$ cat config.mk
export PLATFORM = sky130hd
export DESIGN_NAME = egress_arbiter
export DESIGN_NICKNAME = d
export VERILOG_FILES = /design/src/logic/sram_fifo_pkg.sv /design/src/logic/egress_arbiter.sv
export VERILOG_INCLUDE_DIRS = /design/src /design/src/logic
export SDC_FILE = /design/constraint.sdc
export NUM_CORES = 1
export LEC_CHECK = 0
export BUFFER_PORTS_ARGS = -buffer_cell sky130_fd_sc_hd__buf_2
export CAP_MARGIN = 20
export CORE_AREA = 2 2 39 41
export DETAILED_ROUTE_END_ITERATION = 10
export DIE_AREA = 0 0 41 43
export PLACE_DENSITY = 0.36
export SLEW_MARGIN = 5
export SYNTH_ARGS = -nofsm -noshare
export SYNTH_HDL_FRONTEND = slang
export SYNTH_SLANG_ARGS = --single-unit
$ cat constraint.sdc
create_clock -name clk -period 1.5 [get_ports clk]
set_clock_uncertainty 0.05 [all_clocks]
set_input_delay 0 -clock clk [delete_from_list [all_inputs] [get_ports clk]]
set_output_delay 0 -clock clk [all_outputs]
set_load 0.05 [all_outputs]
$ cat src/logic/sram_fifo_params.svh
`ifndef SRAM_FIFO_PARAMS_SVH
`define SRAM_FIFO_PARAMS_SVH

// queues in and out, one buffer region each
`define SF_NUM_QUEUES 4

// stream beat fields
`define SF_DATA_WIDTH 64
`define SF_USER_WIDTH 4

// entries per input and output FIFO
`define SF_FIFO_DEPTH 8

// entries per queue region in the shared buffer
`define SF_QUEUE_SLOTS 16

`endif

$ cat src/logic/sram_fifo_pkg.sv
`default_nettype none

`include "sram_fifo_params.svh"

package sram_fifo_pkg;

    typedef logic [$clog2(`SF_NUM_QUEUES)-1:0] queue_id_t;
    typedef logic [`SF_NUM_QUEUES-1:0] queue_mask_t;
    typedef logic [$clog2(`SF_NUM_QUEUES*`SF_QUEUE_SLOTS)-1:0] slot_addr_t;

    // one stream beat
    typedef struct packed {
        logic [`SF_DATA_WIDTH-1:0] data;
        logic [`SF_USER_WIDTH-1:0] user;
        logic                      last;
    } beat_t;

    typedef struct packed {
        queue_id_t queue;
        beat_t     beat;
    } buf_write_t;

    typedef struct packed {
        queue_id_t queue;
        beat_t     beat;
    } buf_read_t;

    // round-robin pick, nearest eligible queue after last winner
    function automatic queue_id_t rr_pick(input queue_mask_t eligible, input queue_id_t last);
        queue_id_t pick;
        int        idx;
        pick = last;
        // walk from farthest to nearest so the nearest hit wins
        for (int k = `SF_NUM_QUEUES; k >= 1; k--)
        begin
            idx = (int'(last) + k) % `SF_NUM_QUEUES;
            if (eligible[idx])
            begin
                pick = queue_id_t'(idx);
            end
        end
        return pick;
    endfunction

endpackage

`default_nettype wire

$ cat src/logic/egress_arbiter.sv
`default_nettype none
`timescale 1ns/100ps

module egress_arbiter (
    input  logic                       clk,
    input  logic                       memreset,
    input  sram_fifo_pkg::queue_mask_t q_nonempty,
    input  sram_fifo_pkg::queue_mask_t out_almost_full,
    output logic                       rd_req,
    output sram_fifo_pkg::queue_id_t   rd_queue
);

    import sram_fifo_pkg::*;

    queue_mask_t eligible;
    queue_id_t   last_q;

    // almost-full keeps a slot free for the read still in flight
    assign eligible = q_nonempty & ~out_almost_full;
    assign rd_req   = |eligible;
    assign rd_queue = rr_pick(eligible, last_q);

    always_ff @(posedge clk)
    begin
        if (memreset)
        begin
            last_q <= '1;
        end
        else if (rd_req)
        begin
            last_q <= rd_queue;
        end
    end

endmodule

`default_nettype wire

==> impl_metrics.toml <==
[critical_path]
critical_path.endpoint_type = "output pin"
cp.arrival_ps = 1370
critPathMaxFanout = 6
cp_slowest_cell = "dfxtp_1"
ff2ff_setup_slack_ps = 280
reg2reg_to = "last_q[0]"
reg2reg_from = "last_q[1]"
critical_path.max_stage_delay_ps = 390
crit_start = "last_q[1]"
crit_required_ps = 1450
critical_path_class = "register to output pin"
r2r.worst_path.cells = 3
cp_cell_sequence = "nand2b_1 -> a21oi_1 -> or3_1 -> buf_2"
start_kind = "register"
critPathCapture = "rd_queue[0]"

[die]
core-area_um2 = 1380
initial_utilization = 0.130
dieArea_um2 = 1760
num_io_pins = 13
die_w_um = 41
rows = 14
die_h_um = 43

[routing]
wirelength_um = 520
drt_iter0_drc = 4
routed_via_density = 4.09
drc = 0
dr_total_vias = 233
firstDrtPassIters = 2
wl_per_cell_um = 9.12
final_antenna_net_count = 0

[grt]
grt_overflow_total = 0
antenna_found_initial = 0
grt_pass1_wl_um = 786
grt.total_usage = 0.0721
grt_start_max_net_pins = 7
grt_pass1_vias = 201

[pwr]
power_density_nw_per_um2 = 1010
total_power_uw = 297
power_switching_share = 0.361
peakVddDrop_mv = 0.306
pwr-share-comb = 0.378
power.switching_uw = 107
power_frac_seq = 0.225
clkPwrFrac = 0.397
intPower_uw = 190
leakage_uw = 0.000143

[yosys]
yosysWarnings = 0
yosysUniqueCellTypes = 19
syn_inst = 25
ys_seq_area_frac = 0.222
synth_area_per_cell_um2 = 7.21
ys_ff_latch = 2
synth_area_um2 = 180
syn_nets = 35

[timing]
period_share = 0.947
hold_viol = 0
setup_violations = 0
worstMarginPinSlew_ps = 250
slew_violations = 0
relSlewSlack = 0.832
max_freq_mhz = 704
min_period_ps = 1420
rsz0062_at_grt = "no"
fin_setup_tns_ps = 0

[clock_network]
cts-buffers-inserted = 3
cts_sinks = 2
clock_latency_ps = 220
clk_pin_slew_ps = 30
clockRootBuffer = "clkbuf_4"
cts_tree = "built"
clk_path_buf_depth = 2
postCtsSetupRepairBufs = 0
htree_levels = 1

[cells_and_area]
syn2layout_area_growth_pct = 63.9
largest_reg_flops = 2
largest-register = "last_q"
seqCellArea_um2 = 40.0
final_cell_mix = "11 x buf_2, 4 x nor2_1, 4 x clkbuf_4, 3 x nand2b_1, 2 x dfxtp_1"
nFillCells = 158
layout_commonest_cell = "buf_2"
layout.nets = 53
num_antenna_cells = 0
multi_input_area_um2 = 136
reg_top3 = "last_q x2"
drive_gt1_frac = 0.415

[placed_design]
place_hpwl_um = 408
gp_congestion = 0.666
port_buffers = 12

[status]
outcome = "finished, final reports clean"

[job]
maxCapViolCount = 0

[worst_hold_path]
hp-class = "input pin to register"
-- how the worst min path moves through the flow --
stage / from / cells after the start / slack [ps] / endpoint
finish: q_nonempty[3] / 4 / 240 / last_q[0]
global route: q_nonempty[3] / 4 / 250 / last_q[1]
CTS: q_nonempty[3] / 4 / 240 / last_q[0]
detailed placement: memreset / 2 / 160 / last_q[1]
global placement: memreset / 2 / 160 / last_q[0]
floorplan: memreset / 1 / 60 / last_q[0]
-- cell type report --
class                      count  area share
clock buffer                   3      0.0763
inverter                       1      0.0127
timing repair buffer          13       0.246
sequential                     2       0.136
multi-input combinational     22       0.462
tap                           16      0.0678
-- critical path: cells and delay by family, from the launching register on --
kind                   cells  cell delay [ps]
AOI/OAI and AO/OA          1               70
DFF                        1              390
buffers and inverters      1              220
and+or+nand+nor            2              470
-- repair_timing --
item	in CTS	in global routing
hold buffers	1	0
endpoints found under the setup margin	0	1
hold endpoints to repair	2	0
resized for setup	0	1
-- routing by layer --
metal / GRT usage / routed length [um] / vias up
li1: - / - / 121
met1: 0.0924 / 243 / 103
met2: 0.0781 / 225 / 9
met3: 0.0157 / 50 / 0
met4: 0.100 / 0 / 0
met5: 0 / 0 / -
-- power by group through the flow --
stage               logic, uW  registers, uW  clock network [uW]
floorplan                79.8           65.6                   0
finish                    112           66.7                 118
global placement          109           67.9                   0
CTS                       111           66.7                 126
global route              121           67.9                 125
detailed placement        108           67.4                   0
-- synthesized netlist by cell type --
cell type | number | share of area
a22oi_1 | 1 | 0.042
or3_1 | 1 | 0.035
nor2_1 | 4 | 0.083
o21bai_1 | 1 | 0.042
inv_1 | 1 | 0.021
nand2_1 | 1 | 0.021
and2b_2 | 1 | 0.049
a21boi_0 | 1 | 0.042
nor3_1 | 1 | 0.028
dfxtp_1 | 2 | 0.22
nand2b_1 | 3 | 0.10
a21oi_1 | 1 | 0.028
or4_1 | 1 | 0.042
nor2b_2 | 1 | 0.049
a32o_1 | 1 | 0.056
nand3_1 | 1 | 0.028
o21ai_0 | 1 | 0.028
and2b_1 | 1 | 0.042
nand3b_1 | 1 | 0.042
-- through the flow --
| stage | instance area [um^2] | util | setup WS (ps) | hold slack [ps] | cells |
|---|---|---|---|---|---|
| after floorplan | 180 | - | 77.9 | 55.2 | 25 |
| after global placement | 260 | 0.188 | 284 | 161 | 53 |
| after detailed placement | 260 | 0.188 | 290 | 162 | 53 |
| after CTS | 293 | 0.212 | 67.6 | 235 | 57 |
| after global routing | 295 | 0.213 | 18.2 | 252 | 57 |
| final | 295 | 0.213 | 79.9 | 239 | 57 |
-- cell families (layout without fill, tap and decap cells) --
logic type,count (synthesis),count (layout),synth area share
flops,2,2,0.222
simple gates,16,16,0.521
buf+inv,1,17,0.0208
compound gates,6,6,0.236
Power figures use the tool's default switching activity.
