===== src/logic/sram_fifo_params.svh =====
`ifndef SRAM_FIFO_PARAMS_SVH
`define SRAM_FIFO_PARAMS_SVH

// queues in and out, one buffer region each
`define SF_NUM_QUEUES 4

// stream beat fields
`define SF_DATA_WIDTH 64
`define SF_USER_WIDTH 4

// entries per input and output FIFO
`define SF_FIFO_DEPTH 8

// entries per queue region in the shared buffer
`define SF_QUEUE_SLOTS 16

`endif


===== src/logic/sram_fifo_pkg.sv =====
`default_nettype none

`include "sram_fifo_params.svh"

package sram_fifo_pkg;

    typedef logic [$clog2(`SF_NUM_QUEUES)-1:0] queue_id_t;
    typedef logic [`SF_NUM_QUEUES-1:0] queue_mask_t;
    typedef logic [$clog2(`SF_NUM_QUEUES*`SF_QUEUE_SLOTS)-1:0] slot_addr_t;

    // one stream beat
    typedef struct packed {
        logic [`SF_DATA_WIDTH-1:0] data;
        logic [`SF_USER_WIDTH-1:0] user;
        logic                      last;
    } beat_t;

    typedef struct packed {
        queue_id_t queue;
        beat_t     beat;
    } buf_write_t;

    typedef struct packed {
        queue_id_t queue;
        beat_t     beat;
    } buf_read_t;

    // round-robin pick, nearest eligible queue after last winner
    function automatic queue_id_t rr_pick(input queue_mask_t eligible, input queue_id_t last);
        queue_id_t pick;
        int        idx;
        pick = last;
        // walk from farthest to nearest so the nearest hit wins
        for (int k = `SF_NUM_QUEUES; k >= 1; k--)
        begin
            idx = (int'(last) + k) % `SF_NUM_QUEUES;
            if (eligible[idx])
            begin
                pick = queue_id_t'(idx);
            end
        end
        return pick;
    endfunction

endpackage

`default_nettype wire


===== src/logic/stream_queue_fifo.sv =====
`default_nettype none
`timescale 1ns/100ps

`include "sram_fifo_params.svh"

module stream_queue_fifo #(
    parameter int depth = `SF_FIFO_DEPTH
) (
    input  logic                 clk,
    input  logic                 memreset,
    input  logic                 push,
    input  sram_fifo_pkg::beat_t push_beat,
    input  logic                 pop,
    output sram_fifo_pkg::beat_t head_beat,
    output logic                 full,
    output logic                 almost_full,
    output logic                 empty
);

    localparam int ptr_bits = (depth > 1) ? $clog2(depth) : 1;

    typedef logic [ptr_bits-1:0] ptr_t;
    typedef logic [ptr_bits:0]   count_t;

    sram_fifo_pkg::beat_t store [depth];

    ptr_t   wr_ptr;
    ptr_t   rd_ptr;
    count_t count;

    // payload storage
    always_ff @(posedge clk)
    begin
        if (push)
        begin
            store[wr_ptr] <= push_beat;
        end
    end

    // pointers wrap at depth, which need not be a power of two
    always_ff @(posedge clk)
    begin
        if (memreset)
        begin
            wr_ptr <= '0;
            rd_ptr <= '0;
            count  <= '0;
        end
        else
        begin
            if (push)
            begin
                wr_ptr <= (wr_ptr == ptr_t'(depth - 1)) ? '0 : ptr_t'(wr_ptr + 1);
            end
            if (pop)
            begin
                rd_ptr <= (rd_ptr == ptr_t'(depth - 1)) ? '0 : ptr_t'(rd_ptr + 1);
            end
            if (push && !pop)
            begin
                count <= count_t'(count + 1);
            end
            else if (pop && !push)
            begin
                count <= count_t'(count - 1);
            end
        end
    end

    assign head_beat   = store[rd_ptr];
    assign empty       = (count == '0);
    assign full        = (count == count_t'(depth));
    // one slot of slack for a read already on its way
    assign almost_full = (count >= count_t'(depth - 1));

    a_no_push_full: assert property (@(posedge clk) disable iff (memreset) push |-> !full);
    a_no_pop_empty: assert property (@(posedge clk) disable iff (memreset) pop |-> !empty);

endmodule

`default_nettype wire


===== config.mk =====
export PLATFORM = sky130hd
export DESIGN_NAME = stream_queue_fifo
export DESIGN_NICKNAME = d
export VERILOG_FILES = /design/src/logic/sram_fifo_pkg.sv /design/src/logic/stream_queue_fifo.sv
export VERILOG_INCLUDE_DIRS = /design/src /design/src/logic
export SDC_FILE = /design/constraint.sdc
export NUM_CORES = 1
export LEC_CHECK = 0
export ABC_AREA = 0
export ABC_CLOCK_PERIOD_IN_PS = 7800
export CAP_MARGIN = 25
export CORE_ASPECT_RATIO = 1.4
export CORE_MARGIN = 2
export CORE_UTILIZATION = 30
export CTS_BUF_LIST = sky130_fd_sc_hd__clkbuf_4 sky130_fd_sc_hd__clkbuf_8
export DETAILED_ROUTE_END_ITERATION = 10
export DONT_BUFFER_PORTS = 1
export SLEW_MARGIN = 25
export SYNTH_ARGS = -nofsm -noshare
export SYNTH_HDL_FRONTEND = slang
export SYNTH_SLANG_ARGS = --single-unit

===== constraint.sdc =====
create_clock -name clk -period 7.8 [get_ports clk]
set_input_delay 0.78 -clock clk [delete_from_list [all_inputs] [get_ports clk]]
set_output_delay 0.78 -clock clk [all_outputs]
set_load 0.005 [all_outputs]

==> summary.txt <==
Outcome
  – Status: complete, no violations

Drt
  – Routed Antenna Nets: 0
  – Routed wire length: between 40,000 and 50,000 um
  – DR iter-0 viols: a little over 500
  – Remaining DRCs: 0
  – WL met2: 22,700 um
  – Wire length on met1: around 18,000 um
  – DR vias: ~9,100
  – Top Layer Used: met4
  – DR WL met3: 3590 um
  – 1st-pass router iterations: 5
  – Via density per instance: 4.66
  – WL per Instance: 23.2 um

Floorplan
  – I/O pins: between 100 and 150
  – Rows: about 120
  – Die Footprint: ~0.073 mm2
  – Chip height: between 300 and 400 um
  – Die Wd: around 230 um
  – Initial Util: 0.304
  – Core ar.: approximately 0.070 mm2

Logic synthesis
  – Synth top cells by count: edfxtp_1, mux4_2, mux2_2, nor2_1, buf_6
  – Most common cell in the netlist: edfxtp_1
  – Syn_area_per_cell: about 25 um2
  – Mapped Area: 0.0214 mm2
  – Syn Nets: 951
  – Post-synth top area cell: edfxtp_1
  – Number of unique standard cell types used by synthesis: 26
  – Seq/Total Area, Yosys: 0.788
  – Cells after synthesis: 870
  – Synth top area cells: edfxtp_1, mux4_2, mux2_2, dfxtp_1, buf_6
  – Share of the synthesized area in the top cell type: 0.776
  – Number of synthesized flops with an enable pin: around 550
  – Yosys reg bits: ~570
  – Post-synth top flop: edfxtp_1
  – Synth warn: 0
  – Async set-reset flop share out of synthesis: 0

Clock network
  – Hold buffers post-CTS: 0
  – Sink Count: about 570
  – CTS buffer count: between 80 and 90
  – Root buffer cell: clkbuf_8
  – Clock Latency Late Sink: 0.68 ns
  – CTS tree: yes
  – Clock-pin slew on the worst setup and hold paths: about 0.06 ns
  – H-tree Lvls: 3
  – Post-CTS Setup Inserts: 0
  – CTS Buffer Depth: 3
  – Post-cts resize count: 0

Timing
  – Final setup violation count: 0
  – Max Slew Vio Count: 0
  – Slew margin rel.: 0.318
  – Post-layout min period: around 3.8 ns
  – RSZ-0062 raised after global routing: no
  – Slew @ Worst Pin: 1.02 ns
  – Fmax: about 0.26 GHz
  – Post-route clock period utilization: 0.491
  – Skew final: roughly 0.029 ns
  – Setup_tns: 0 ns
  – Final Hold Vio Count: 0

Critical path
  – Startpoint Class: register
  – CP Buf/Inv Count: 2
  – Worst reg2reg path depth: 3
  – Crit path max-delay family: buffers and inverters
  – Crit-path cells: buf_12 -> buf_4 -> mux4_2 -> mux2_2
  – Crit path kind: register to primary output
  – Slowest CP cell: buf_4
  – Crit. path cell count: 4
  – Crit-path max FO: roughly 40
  – Worst R2R Start: wr_ptr[2]
  – Crit path DAT: 3.05 ns
  – Slowest stage delay, CP: 0.72 ns
  – Setup crit end kind: primary output
  – Worst endpoint required time: roughly 7 ns

Power and ir drop
  – Fraction of power consumed by the clock network: 0.416
  – Seq pwr share: 0.533
  – Switching Share: 0.209
  – LEAKAGE: approximately 0.0074 uW
  – Int Power: 5100 uW
  – Final Power: between 6000 and 7000 uW
  – Peak supply drop: between 100 and 150 uV
  – Net switching power: about 1300 uW
  – Power Density: 263 mW/mm2
  – Comb power frac: 0.051

Placed design
  – RD Place Congestion: about 0.66
  – Dpl hpwl: roughly 23,000 um
  – I/O Buffers: 0

GRT
  – GR Overflow Total: 0
  – Pin count of the biggest net entering global routing: 59
  – Initial antenna violation count: 1
  – Vias in the first global route: a little over 10,000
  – Gr usage total: 0.125
  – First-pass GRT wire length: 66,700 um

Job
  – Max_cap viols: 0

Cells and area
  – Fin util: 0.348
  – Area grow syn2layout: 14.6%
  – Nets: 1,022
  – Layout cell share with drive strength beyond 1: 0.378

Min path
  – Worst min-delay path class: input port to register
  – Min-delay src: memreset
  – Hold Path Cell Cnt: 1
## final timing paths
path,endpoint,slack [ns]
min reg2reg,register,0.51
max reg2reg,store[7][43],5.09
min,register,0.18
max,head_beat[36],3.97
## cell families after synthesis
group / synth area share
AOI/OAI and AO/OA: 0.00199
xor gates and xnor gates: 0.000820
adders and majority gates: 0.00504
buffers and inverters: 0.0129
DFF: 0.788
muxes: 0.185
and+or+nand+nor: 0.00650
## final cells by class
cell class / instances / area, um2
fill: 6460 / 45900
sequential: 565 / 16800
multi-input combinational: 261 / 4310
clock buffer: 118 / 1460
tap: 936 / 1170
clock inverter: 42 / 452
timing repair buffer: 21 / 226
inverter: 3 / 11.3
antenna: 1 / 2.50
## metal layers
metal	up-vias	track usage
met4	0	0.0478
met3	72	0.0485
met1	4928	0.144
li1	3866	-
met2	215	0.210
met5	-	0
## state kept, by name, indices dropped and copies added, names as in the netlist, named ones only
| signal | flops |
|---|---|
| store | 552 |
| wr_ptr | 3 |
| count | 4 |
| rd_ptr | 3 |
## worst register-to-register path: stages (launching register included)
cell and delay, ns:
dfxtp_1 0.47, nand2_1 0.19, nor2_4 0.68, buf_4 0.90
## stage by stage
| step | instance area, um2 | instances | hold slack [ns] | setup slack, ns |
|---|---|---|---|---|
| after floorplan | 21400 | 870 | 0.492 | 1.64 |
| after global placement | 22500 | 1782 | 0.515 | 3.94 |
| after detailed placement | 22500 | 1784 | 0.535 | 4.55 |
| after CTS | 24400 | 1944 | 0.0793 | 3.77 |
| after global routing | 24500 | 1947 | 0.105 | 3.66 |
| final | 24500 | 1947 | 0.177 | 3.97 |
## power by group through the flow
stage	Clock (uW)	Combinational [uW]	Sequential, uW
CTS	2770	343	3440
detailed placement	0	341	3500
floorplan	0	268	3490
global placement	0	325	3500
finish	2680	330	3430
global route	2900	362	3440
## layout by cell type, fill, tap and decap left out, drive strengths merged
cell type / instances
clkbuf: 118
fa: 1
nor4: 1
buf: 21
ha: 7
a21oi: 4
nand2: 2
a31o: 1
nor4b: 1
mux2i: 5
nor3: 3
edfxtp: 552
clkinv: 29
xor2: 1
inv: 7
mux2: 70
xnor2: 1
nor2: 19
nor2b: 1
nand2b: 3
mux4: 138
dfxtp: 13
a31oi: 1
a211oi: 1
diode: 1
nand3: 1
bufinv: 9
Note: power is estimated with default switching activity, not from simulation.
