===== config.mk =====
export PLATFORM = sky130hd
export DESIGN_NAME = ingress_arbiter
export DESIGN_NICKNAME = d
export VERILOG_FILES = /design/src/logic/sram_fifo_pkg.sv /design/src/logic/ingress_arbiter.sv
export VERILOG_INCLUDE_DIRS = /design/src /design/src/logic
export SDC_FILE = /design/constraint.sdc
export NUM_CORES = 1
export LEC_CHECK = 0
export ABC_AREA = 0
export BUFFER_PORTS_ARGS = -buffer_cell sky130_fd_sc_hd__buf_4
export CORE_AREA = 2 2 142 144
export CTS_BUF_LIST = sky130_fd_sc_hd__clkbuf_4
export DETAILED_ROUTE_END_ITERATION = 7
export DIE_AREA = 0 0 144 146
export PLACE_DENSITY = 0.38
export SYNTH_ARGS = -nofsm -noshare
export SYNTH_HDL_FRONTEND = slang
export SYNTH_SLANG_ARGS = --single-unit

===== constraint.sdc =====
create_clock -name clk -period 2.8 [get_ports clk]
set_input_delay 0.56 -clock clk [delete_from_list [all_inputs] [get_ports clk]]
set_output_delay 0.56 -clock clk [all_outputs]
set_load 0.05 [all_outputs]

===== src/logic/sram_fifo_params.svh =====
`ifndef SRAM_FIFO_PARAMS_SVH
`define SRAM_FIFO_PARAMS_SVH

// queues in and out, one buffer region each
`define SF_NUM_QUEUES 4

// stream beat fields
`define SF_DATA_WIDTH 64
`define SF_USER_WIDTH 4

// entries per input and output FIFO
`define SF_FIFO_DEPTH 8

// entries per queue region in the shared buffer
`define SF_QUEUE_SLOTS 16

`endif


===== src/logic/sram_fifo_pkg.sv =====
`default_nettype none

`include "sram_fifo_params.svh"

package sram_fifo_pkg;

    typedef logic [$clog2(`SF_NUM_QUEUES)-1:0] queue_id_t;
    typedef logic [`SF_NUM_QUEUES-1:0] queue_mask_t;
    typedef logic [$clog2(`SF_NUM_QUEUES*`SF_QUEUE_SLOTS)-1:0] slot_addr_t;

    // one stream beat
    typedef struct packed {
        logic [`SF_DATA_WIDTH-1:0] data;
        logic [`SF_USER_WIDTH-1:0] user;
        logic                      last;
    } beat_t;

    typedef struct packed {
        queue_id_t queue;
        beat_t     beat;
    } buf_write_t;

    typedef struct packed {
        queue_id_t queue;
        beat_t     beat;
    } buf_read_t;

    // round-robin pick, nearest eligible queue after last winner
    function automatic queue_id_t rr_pick(input queue_mask_t eligible, input queue_id_t last);
        queue_id_t pick;
        int        idx;
        pick = last;
        // walk from farthest to nearest so the nearest hit wins
        for (int k = `SF_NUM_QUEUES; k >= 1; k--)
        begin
            idx = (int'(last) + k) % `SF_NUM_QUEUES;
            if (eligible[idx])
            begin
                pick = queue_id_t'(idx);
            end
        end
        return pick;
    endfunction

endpackage

`default_nettype wire


===== src/logic/ingress_arbiter.sv =====
`default_nettype none
`timescale 1ns/100ps

`include "sram_fifo_params.svh"

module ingress_arbiter (
    input  logic                                       clk,
    input  logic                                       memreset,
    input  sram_fifo_pkg::queue_mask_t                 in_nonempty,
    input  sram_fifo_pkg::queue_mask_t                 q_full,
    input  sram_fifo_pkg::beat_t [`SF_NUM_QUEUES-1:0]  head_beats,
    output sram_fifo_pkg::queue_mask_t                 pop,
    output logic                                       wr_valid,
    output sram_fifo_pkg::buf_write_t                  wr
);

    import sram_fifo_pkg::*;

    queue_mask_t eligible;
    queue_id_t   last_q;
    queue_id_t   grant_q;

    // needs a beat waiting and room in its region
    assign eligible = in_nonempty & ~q_full;
    assign grant_q  = rr_pick(eligible, last_q);
    assign wr_valid = |eligible;

    always_comb
    begin
        pop          = '0;
        pop[grant_q] = wr_valid;
        wr.queue     = grant_q;
        wr.beat      = head_beats[grant_q];
    end

    // queue 0 goes first after reset
    always_ff @(posedge clk)
    begin
        if (memreset)
        begin
            last_q <= '1;
        end
        else if (wr_valid)
        begin
            last_q <= grant_q;
        end
    end

    // the popped FIFO must hold a beat and have room in its region
    a_pop_eligible: assert property (@(posedge clk) disable iff (memreset)
        (pop & ~eligible) == '0);

endmodule

`default_nettype wire


==> results.ini, run 1 <==
[placed_design]
routabilityCongestion = 0.795
port_buffers = 361
detailedPlacementHpwl_um = 12500

[pwr]
vdd.ir_drop.worst_uv = 200
leakagePower_nw = 3.48
pwr_density_cell_mw_per_mm2 = 437
finalPower_mw = 2.91

[clock_tree]
clk-insertion-delay-late_ns = 0.22
h-tree-depth = 1
cts_buffer_depth = 2
cts_hold_repair.buffers = 0
worst_setup_hold_path_clk_slew_ns = 0.03
cts.sinks = 2
clock_tree.root_cell = clkbuf_4
tritoncts = yes
clock_buffers_created_by_tritoncts = 3

[timing]
finalSetupViolations = 3
setup_total_negative_slack_ns = -0.0222
finalCriticalPeriod_ns = 2.81
slew_headroom_pct = 65.4
report.final.hold_viol_count = 0
finClkSkew_ns = 0.00136
achievable-frequency_mhz = 355
rsz0062_at_grt = yes
max_slew.worst_pin.slew_ns = 0.517
part_of_the_cycle_the_worst_path_needs_pct = 101
slew_viol_final = 0
final.setup.worst_slack_ns = -0.0149

[setup_path]
cp_data_required_time_ns = 2.24
worstSetupPathType = in2out
cpPeakStageDelay_ns = 0.27
cp_top_family = buffers and inverters
path_cells = buf_6 -> nand2b_4 -> o221a_4 -> o21ai_4 -> buf_12 -> buf_12 -> buf_12 -> mux2i_4 -> mux2i_1 -> buf_4
crit_path_start_kind = primary input
endpoint_kind = output pin
timing.critical_path.slowest_stage_cell = o221a_4
timing.critical_path.fanout_max = 8
worst-path-buf-inv = 5
timing.critical_path.mode_cell = buf_12
timing.critical_path.arrival_ns = 2.25

[floorplanning]
design.portCount = 362
area_of_the_die_mm2 = 0.0210
die_x_um = 144
fp.coreArea_mm2 = 0.0193
row_count = 51
die_height_um = 146
start_util_pct = 12.9

[final_layout]
antenna_fix_cells = 0
largest-register = last_q
utilization_pct = 34.4
largest_register_ffs = 2
layout-drive-gt1-share_pct = 77.8
multiInputGateArea_mm2 = 0.00274
reg_top3 = last_q (2)
final_net_count = 929
areaGrowthSynthToFinish_pct = 168
nFillCells = 2012
regArea_um2 = 40.0

[routing]
drtIter0Drc = 35
vias_per_cell = 3.93
wl_um = 14900
drt.antenna.violating_nets = 0
routed-via-count = 3560
post_drt_wl_per_cell_um = 16.5
post-route-drc-count = 0
dr.pass1.iters = 4

[job]
max_cap_viols = 0

[global_routing]
grt_start_max_net_pins = 20
global_route.overflow_total = 0
antenna_found_initial = 1
grt_pass1_wl_um = 20800
grt_use_total_pct = 12.8
via_count_of_the_first_global_routing_pass = 3839

[yosys]
synth_seq_cells = 2
postSynthCellCount = 258
post_synth_num_cell_types = 24
synth.yosys.warnings = 0
mappedNetlistArea_mm2 = 0.00249
ys_async_sr_fraction_pct = 0
synth_seq_area_share_pct = 1.61
postSynthAreaPerCell_um2 = 9.64
syn_nets = 544
synthFlopType = dfxtp_1
synth_edf_count = 0

[outcome]
failed_checks = negative setup slack
status = finished with violations

[worst_hold_path]
min-delay-path-class = in2reg

==> layer usage <==
layer / vias up / share of wire, % / track usage (%)
met3: 16 / 8.4 / 3.29
met5: - / 0.080 / 0
met2: 171 / 55 / 25.5
met1: 1622 / 35 / 13.3
met4: 2 / 1.4 / 2.35
li1: 1749 / - / -
==> synthesized netlist by cell type, types with 2 or more instances <==
master | count | share of area [%]
dfxtp_1 | 2 | 1.6
clkbuf_4 | 5 | 1.5
nand2b_1 | 2 | 0.50
or2_1 | 2 | 0.50
buf_4 | 3 | 0.91
buf_8 | 7 | 4.2
mux2i_1 | 207 | 83
nor3b_1 | 3 | 0.91
nand2b_4 | 2 | 1.1
nand2_1 | 2 | 0.30
inv_1 | 2 | 0.30
buf_2 | 9 | 1.8
==> report_power, final <==
group	total, mW	internal, mW	switching [mW]
Combinational	2.81	1.32	1.49
Clock	0.0633	0.0472	0.0161
Sequential	0.0372	0.0317	0.00546
Total	2.91	1.40	1.51
==> placed cells by master (no fill, tap or decap), drive strengths merged <==
cell type  Yosys  final
buf           19    402
mux2i        207    207
clkbuf         6      6
nand2b         4      4
nor3b          3      3
nand2          2      2
inv            2      2
or2            2      2
dfxtp          2      2
o21ai          2      2
a211oi         1      1
a21o           1      1
nor2           1      1
nor2b          1      1
o221a          1      1
a311oi         1      1
nand3          1      1
nor3           1      1
and3           1      1
==> stage by stage <==
| step | cells | hold slack [ns] | instance area (µm²) | setup slack, ns |
|---|---|---|---|---|
| 6_report | 906 | 0.529 | 6650 | -0.0149 |
| 5_1_grt | 906 | 0.523 | 6650 | -0.0692 |
| 4_1_cts | 902 | 0.522 | 6230 | -0.0415 |
| 3_5_place_dp | 887 | 0.762 | 5910 | -0.0919 |
| 3_3_place_gp | 887 | 0.751 | 5910 | -0.100 |
| 2_1_floorplan | 258 | 0.660 | 2670 | -0.258 |
==> cell type report <==
class	count	area share, %
inverter	2	0.113
timing repair buffer	405	52.8
clock buffer	3	0.338
tap	265	4.98
multi-input combinational	229	41.1
sequential	2	0.602
==> logic make-up (layout without fill, tap and decap cells) <==
group           count (synthesis)  count (layout)  synth area share (%)
mux                           207             207                  83.3
buf+inv                        27             410                  8.90
simple gates                   16              16                  4.38
compound gates                  6               6                  1.81
flops                           2               2                  1.61
==> final timing paths <==
kind,start,end,slack [ns],depth (start not counted)
hold / removal,memreset,last_q[1]$_SDFFE_PP1P_,0.53,2
hold reg to reg,last_q[1]$_SDFFE_PP1P_,last_q[1]$_SDFFE_PP1P_,1.08,3
setup reg to reg,last_q[0]$_SDFFE_PP1P_,last_q[1]$_SDFFE_PP1P_,1.20,6
setup / recovery,q_full[3],wr[64],-0.01,10
==> repair_timing <==
action                                 CTS  global route
pin swaps                                3             2
gates cloned                             1             3
setup endpoints to repair               63            66
endpoints found under the hold margin    0             0
setup buffers                           11             3
gates resized for setup                 37            79
Note: power is estimated with default switching activity, not from simulation.
==> inputs of run 2 (changes only) <==
--- a/config.mk
+++ b/config.mk
@@ -6,13 +6,13 @@
 export SDC_FILE = /design/constraint.sdc
 export NUM_CORES = 1
 export LEC_CHECK = 0
-export ABC_AREA = 0
+export ABC_AREA = 1
 export BUFFER_PORTS_ARGS = -buffer_cell sky130_fd_sc_hd__buf_4
-export CORE_AREA = 2 2 142 144
+export CORE_AREA = 2 2 141 143
 export CTS_BUF_LIST = sky130_fd_sc_hd__clkbuf_4
 export DETAILED_ROUTE_END_ITERATION = 7
-export DIE_AREA = 0 0 144 146
-export PLACE_DENSITY = 0.38
+export DIE_AREA = 0 0 143 145
+export PLACE_DENSITY = 0.42
 export SYNTH_ARGS = -nofsm -noshare
 export SYNTH_HDL_FRONTEND = slang
 export SYNTH_SLANG_ARGS = --single-unit
==> run 2 against run 1 <==
The run now ends clean. Clock skew rose by 0.0037 ns. Fmax up 1.9%. Worst hold slack better by 0.0075 ns. Register-to-register slack got worse by 0.12 ns. Via count up 69%. Non-clock buffer count increased by 32. Synthesized cell count rose to 2.9 times the previous value. Count of clock-buffer cells in the layout stayed put. Cell area grew 16%. Core utilization rose by 5.7 points. Critical path depth is 7 higher. Critical endpoint is now wr[18].
==> results.ini, run 2 <==
[final_layout]
largest_register_ffs = 2  ; unchanged
nFillCells = 2152  ; +7.0%
antenna_fix_cells = 0  ; unchanged
final_cell_mix = nand2_1, buf_4, nand3_1, buf_6, nand2_2
multiInputGateArea_mm2 = 0.00305  ; +11%
stdcell_count = 1396  ; +54%
largest-register = last_q
regArea_um2 = 45.0  ; +12%
layout-drive-gt1-share_pct = 46.1  ; -32 points
final_common_cell = nand2_1
reg_top3 = last_q (2)
final_net_count = 1419  ; +53%
areaGrowthSynthToFinish_pct = 147

[timing]
max_slew.worst_pin.slew_ns = 0.215  ; -0.302 ns
slew_headroom_pct = 85.5  ; +20 points
report.final.hold_viol_count = 0  ; unchanged
finClkSkew_ns = 0.00502  ; +0.00366 ns
achievable-frequency_mhz = 362  ; +1.9%
slew_viol_final = 0  ; unchanged
finalSetupViolations = 0  ; -3
finalCriticalPeriod_ns = 2.76  ; -0.0523 ns
part_of_the_cycle_the_worst_path_needs_pct = 98.7  ; -1.9 points
rsz0062_at_grt = yes

[floorplanning]
start_util_pct = 16.3  ; +3.4 points
row_count = 51  ; unchanged
die_height_um = 145  ; -0.68%
die_x_um = 143  ; -0.69%
fp.coreArea_mm2 = 0.0192  ; -0.66%
area_of_the_die_mm2 = 0.0207  ; -1.4%
design.portCount = 362  ; unchanged

[setup_path]
path_cells = buf_4 -> inv_1 -> nand3_2 -> nand2_2 -> nand2_1 -> nand2_2 -> nand2_2 -> nand2_2 -> nand2_4 -> buf_12 -> nand2_8 -> clkbuf_16 -> nand2_1 -> nand2_1 -> nand2_1 -> nand2_1 -> buf_6
critPathCapture = wr[18]
endpoint_kind = output pin
timing.reg2reg.setup_slack_ns = 1.08  ; -0.12 ns
timing.critical_path.arrival_ns = 2.20  ; -0.05 ns
cpPeakStageDelay_ns = 0.18  ; -0.09 ns
timing.critical_path.fanout_max = 8  ; unchanged
cp-startpoint = q_full[3]
crit_path_start_kind = primary input
worstSetupPathType = in2out
worst-r2r-cell-count = 12  ; +6
cp_data_required_time_ns = 2.24  ; about the same
timing.critical_path.slowest_stage_cell = clkbuf_16
r2r_end = last_q[1]$_SDFFE_PP1P_
timing.critical_path.mode_cell = nand2_1
r2r-start = last_q[0]$_SDFFE_PP1P_

[placed_design]
detailedPlacementHpwl_um = 15800  ; +26%
dp.cells = 1354  ; +53%
port_buffers = 361  ; unchanged
routabilityCongestion = 0.863  ; +8.6%

[routing]
wl_um = 22900  ; +54%
dr.pass1.iters = 4  ; unchanged
post-route-drc-count = 0  ; unchanged
vias_per_cell = 4.30  ; +9.4%
routed-via-count = 6003  ; +69%
drtIter0Drc = 221  ; +530%
post_drt_wl_per_cell_um = 16.4  ; -0.24%
drt.antenna.violating_nets = 0  ; unchanged

[worst_hold_path]
min_from = memreset
min-delay-path-class = in2reg

[yosys]
synthesized_area_fraction_occupied_by_ao_oa_aoi_and_oai_cells_pct = 0.160  ; -1.7 points
synth_top_area_share_pct = 60.4  ; -23 points
mappedNetlistArea_mm2 = 0.00313  ; +26%
xor_xnor_share_of_the_synthesized_area_pct = 0  ; unchanged
dominant_combinational_cell_family_by_area_after_synthesis = simple AND/OR/NAND/NOR gates
postSynthAreaPerCell_um2 = 4.19  ; -57%
syn_nets = 1032  ; +90%
top_cells_by_instance_count_after_synthesis = nand2_1, nand3_1, buf_2, inv_1, nor2_1
post_synth_num_cell_types = 17  ; -29%
synth_seq_cells = 2  ; unchanged
synth_fa_ha_area_share_pct = 0  ; unchanged
synth.yosys.warnings = 0  ; unchanged
ys_async_sr_fraction_pct = 0  ; unchanged
synth.area.top_cells = nand2_1, nand3_1, buf_2
postSynthCellCount = 746  ; +190%
synth-simple-area-share_pct = 86.8  ; +82 points
synth_seq_area_share_pct = 1.28  ; -0.33 points
synthFlopType = dfxtp_1
dominant_cell_by_count_in_the_synthesized_netlist = nand2_1
synth_edf_count = 0  ; unchanged
synthMuxAreaShare_pct = 0  ; -83 points
synthDominantAreaCellType = nand2_1

[clock_tree]
cts_hold_repair.buffers = 0  ; unchanged
cts_buffer_depth = 2  ; unchanged
clock_tree.root_cell = clkbuf_4
h-tree-depth = 1  ; unchanged
clock_buffers_created_by_tritoncts = 3  ; unchanged
tritoncts = yes
clk-insertion-delay-late_ns = 0.22  ; about the same
worst_setup_hold_path_clk_slew_ns = 0.03  ; about the same
cts.sinks = 2  ; unchanged

[outcome]
status = completed

[global_routing]
global_route.overflow_total = 0  ; unchanged
grt_use_total_pct = 17.6  ; +4.8 points
antenna_found_initial = 0  ; -1
grt_start_max_net_pins = 63  ; +220%
via_count_of_the_first_global_routing_pass = 5387  ; +40%
grt_pass1_wl_um = 29600  ; +43%

[job]
max_cap_viols = 0  ; unchanged

## run 2: critical path: cells and delay by family
kind	cells	cell delay, ns
and+or+nand+nor	12	0.94
buffers and inverters	5	0.69
## run 2: metrics by stage
step           utilization [%]  worst slack, ns  hold slack [ns]  cell area [µm²]  TNS, ns
6_report                  40.1           0.0374            0.536             7710        0
5_1_grt                   40.1          -0.0919            0.539             7710    -3.52
4_1_cts                   33.4          -0.0189            0.539             6410  -0.0314
3_5_place_dp              33.0          -0.0547            0.771             6340   -0.120
3_3_place_gp              33.0          -0.0203            0.766             6340   -0.145
2_1_floorplan                -           -0.164            0.664             3130   -0.313
## run 2: timing repair
action,CTS,global route
endpoints found under the setup margin,73,73
resized for setup,12,188
buffers inserted,0,13
pin swaps,0,39
cloned,0,26
## run 2: cells by family after synthesis
family                 count (synthesis)
buffers and inverters                 76
AO/OA/AOI/OAI                          1
flip-flops                             2
AND/OR/NAND/NOR                      667
## run 2: layer usage
layer / track usage [%] / wire length, µm / vias to the layer above
li1: - / - / 3104
met1: 21.1 / 9460 / 2680
met2: 33.2 / 11900 / 205
met3: 2.81 / 1340 / 14
met4: 2.18 / 235 / 0
met5: 0 / 0 / -
## run 2: area by class of cell
class	instances	area share, %
sequential	2	0.584
multi-input combinational	672	39.5
clock buffer	3	0.292
inverter	17	1.02
timing repair buffer	437	54.3
tap	265	4.30
## run 2: worst min path at each step
stage / end / slack (ns) / cells past startpoint
floorplan: last_q[0]$_SDFFE_PP1P_ / 0.66 / 2
global placement: last_q[1]$_SDFFE_PP1P_ / 0.77 / 3
detailed placement: last_q[1]$_SDFFE_PP1P_ / 0.77 / 3
CTS: last_q[1]$_SDFFE_PP1P_ / 0.54 / 3
global route: last_q[1]$_SDFFE_PP1P_ / 0.54 / 3
finish: last_q[1]$_SDFFE_PP1P_ / 0.54 / 3
Power of run 2 is left out: the tool's default activity adds up to more than one toggle a clock period on the data nets, which glitch-free logic cannot reach.
==> inputs of run 3 (changes only) <==
--- a/config.mk
+++ b/config.mk
@@ -12,6 +12,7 @@
 export CTS_BUF_LIST = sky130_fd_sc_hd__clkbuf_4
 export DETAILED_ROUTE_END_ITERATION = 7
 export DIE_AREA = 0 0 143 145
+export GPL_TIMING_DRIVEN = 0
 export PLACE_DENSITY = 0.42
 export SYNTH_ARGS = -nofsm -noshare
 export SYNTH_HDL_FRONTEND = slang
==> run 3 against run 2 <==
Cell area down 2.7%. Register-to-register slack worse by 0.04 ns. Count of clock-buffer cells in the layout unchanged. Flip-flop and latch count unchanged. Core utilization down 1.1 points. Cell count down 0.64%. Fmax down 0.72%. Sequential share of layout area about the same. Routed wire length up 0.94%. Non-clock buffer count down 5.
==> results.ini, run 3 (synthesis gave the netlist of run 2 again) <==
[setup_path]
timing.critical_path.fanout_max = 8  ; unchanged
worstSetupPathType = in2out
cp-startpoint = in_nonempty[3]
path_cells = buf_4 -> inv_1 -> nor2_2 -> nand2_1 -> nand2_1 -> nor2_4 -> nand2_4 -> nand2_4 -> nand2_8 -> nand2_8 -> clkbuf_16 -> clkbuf_16 -> nand2_2 -> nand2_1 -> nand2_1 -> nand2_1 -> buf_6
timing.critical_path.slowest_stage_cell = clkbuf_16
timing.reg2reg.setup_slack_ns = 1.04  ; -0.04 ns
worst-r2r-cell-count = 11  ; -1
critPathCapture = wr[34]
cpPeakStageDelay_ns = 0.18  ; about the same
timing.critical_path.arrival_ns = 2.22  ; +0.02 ns
endpoint_kind = output pin
r2r_end = last_q[1]$_SDFFE_PP1P_
timing.critical_path.mode_cell = nand2_1
crit_path_start_kind = primary input
cp_data_required_time_ns = 2.24  ; about the same
r2r-start = last_q[0]$_SDFFE_PP1P_

[routing]
vias_per_cell = 4.30  ; about the same
routed-via-count = 5962  ; -0.68%
met3_wirelength_um = 1420  ; +6.4%
drtIter0Drc = 252  ; +14%
met1Wirelength_um = 9700  ; +2.5%
dr.pass1.iters = 5  ; +1
met2_wirelength_um = 11800  ; -0.82%
wl_um = 23100  ; +0.94%
post_drt_wl_per_cell_um = 16.7  ; +1.6%
top_metal_used = met4
drt.antenna.violating_nets = 0  ; unchanged
post-route-drc-count = 0  ; unchanged

[final_layout]
regArea_um2 = 45.0  ; unchanged
reg_top3 = last_q (2)
largest-register = last_q
multiInputGateArea_mm2 = 0.00315  ; +3.4%
nFillCells = 2250  ; +4.6%
final_net_count = 1410  ; -0.63%
antenna_fix_cells = 0  ; unchanged
largest_register_ffs = 2  ; unchanged
areaGrowthSynthToFinish_pct = 140
layout-drive-gt1-share_pct = 49.1  ; +3.0 points
final_cell_mix = nand2_1, buf_4, nand3_1, buf_6, nand2_2
final_common_cell = nand2_1

[timing]
finClkSkew_ns = 0.00403  ; -0.000986 ns
part_of_the_cycle_the_worst_path_needs_pct = 99.4  ; +0.72 points
slew_headroom_pct = 82.9  ; -2.7 points
max_slew.worst_pin.slew_ns = 0.257  ; +0.0422 ns
slew_viol_final = 0  ; unchanged
report.final.hold_viol_count = 0  ; unchanged
finalSetupViolations = 0  ; unchanged
rsz0062_at_grt = yes
setup_total_negative_slack_ns = 0  ; unchanged
finalCriticalPeriod_ns = 2.78  ; +0.0201 ns
achievable-frequency_mhz = 359  ; -0.72%

[clock_tree]
worst_setup_hold_path_clk_slew_ns = 0.03  ; about the same
clock_buffers_created_by_tritoncts = 3  ; unchanged
clk-insertion-delay-late_ns = 0.23  ; about the same
cts.sinks = 2  ; unchanged
tritoncts = yes
cts_hold_repair.buffers = 0  ; unchanged
cts_buffer_depth = 2  ; unchanged
clock_tree.root_cell = clkbuf_4
h-tree-depth = 1  ; unchanged

[floorplanning]
fp.coreArea_mm2 = 0.0192  ; unchanged
die_x_um = 143  ; unchanged
row_count = 51  ; unchanged
area_of_the_die_mm2 = 0.0207  ; unchanged
design.portCount = 362  ; unchanged
start_util_pct = 16.3  ; unchanged
die_height_um = 145  ; unchanged

[placed_design]
detailedPlacementHpwl_um = 18100  ; +14%
port_buffers = 361  ; unchanged
routabilityCongestion = 0.866  ; +0.36%

[job]
max_cap_viols = 0  ; unchanged

[global_routing]
grt_use_total_pct = 19.8  ; +2.3 points
antenna_found_initial = 0  ; unchanged
global_route.overflow_total = 0  ; unchanged
via_count_of_the_first_global_routing_pass = 5530  ; +2.7%
grt_pass1_wl_um = 32200  ; +8.6%
grt_start_max_net_pins = 11  ; -83%

[outcome]
status = completed

[worst_hold_path]
holdPathStages = 3  ; unchanged
min-delay-path-class = in2reg

run 3: cell types whose count changed in the layout (fill, tap and decap cells not counted), sizes merged:
cell	delta
nand2	-4
clkbuf	+6
buf	-11
run 3: how the worst min path moves through the flow:
stage             start                      to  slack [ns]
6_report       memreset  last_q[0]$_SDFFE_PP1P_        0.53
4_1_cts        memreset  last_q[1]$_SDFFE_PP1P_        0.53
2_1_floorplan  memreset  last_q[0]$_SDFFE_PP1P_        0.66
3_5_place_dp   memreset  last_q[1]$_SDFFE_PP1P_        0.76
3_3_place_gp   memreset  last_q[1]$_SDFFE_PP1P_        0.76
5_1_grt        memreset  last_q[0]$_SDFFE_PP1P_        0.54
run 3: metal layers:
metal | global-route usage, % | up-vias
met5 | 0 | -
met4 | 1.68 | 0
met3 | 3.17 | 22
met2 | 36.5 | 200
met1 | 24.9 | 2657
li1 | - | 3083
run 3: final cells by class:
type | count | share of cell area (%)
buffer | 59 | 7.99
clock buffer | 3 | 0.300
inverter | 17 | 1.18
multi-input combinational | 668 | 42.0
sequential | 2 | 0.601
tap | 265 | 4.42
timing repair buffer | 373 | 43.5
run 3: metrics by stage:
step	instance area (µm²)	worst slack, ns	utilization [%]	hold WS (ns)	std cells
final	7500	0.0173	39.0	0.530	1387
after global placement	6170	-0.411	32.1	0.762	1372
after detailed placement	6170	-0.414	32.1	0.763	1372
after CTS	6420	-0.0153	33.4	0.526	1375
after floorplan	3130	-0.164	-	0.664	746
after global routing	7500	-0.111	39.0	0.539	1387
run 3: worst max-delay path: cells and delay by family:
family	cells	cell delay [ns]
buffers and inverters	5	0.68
AND/OR/NAND/NOR	12	0.97
run 3: what timing repair did:
| action | CTS | global route |
|---|---|---|
| endpoints found under the setup margin | 74 | 73 |
| pin swaps | 0 | 57 |
| endpoints found under the hold margin | 0 | 0 |
| setup buffers | 0 | 3 |
| resized for setup | 83 | 252 |
| gates cloned | 0 | 9 |
Power of run 3 is left out for the same reason.
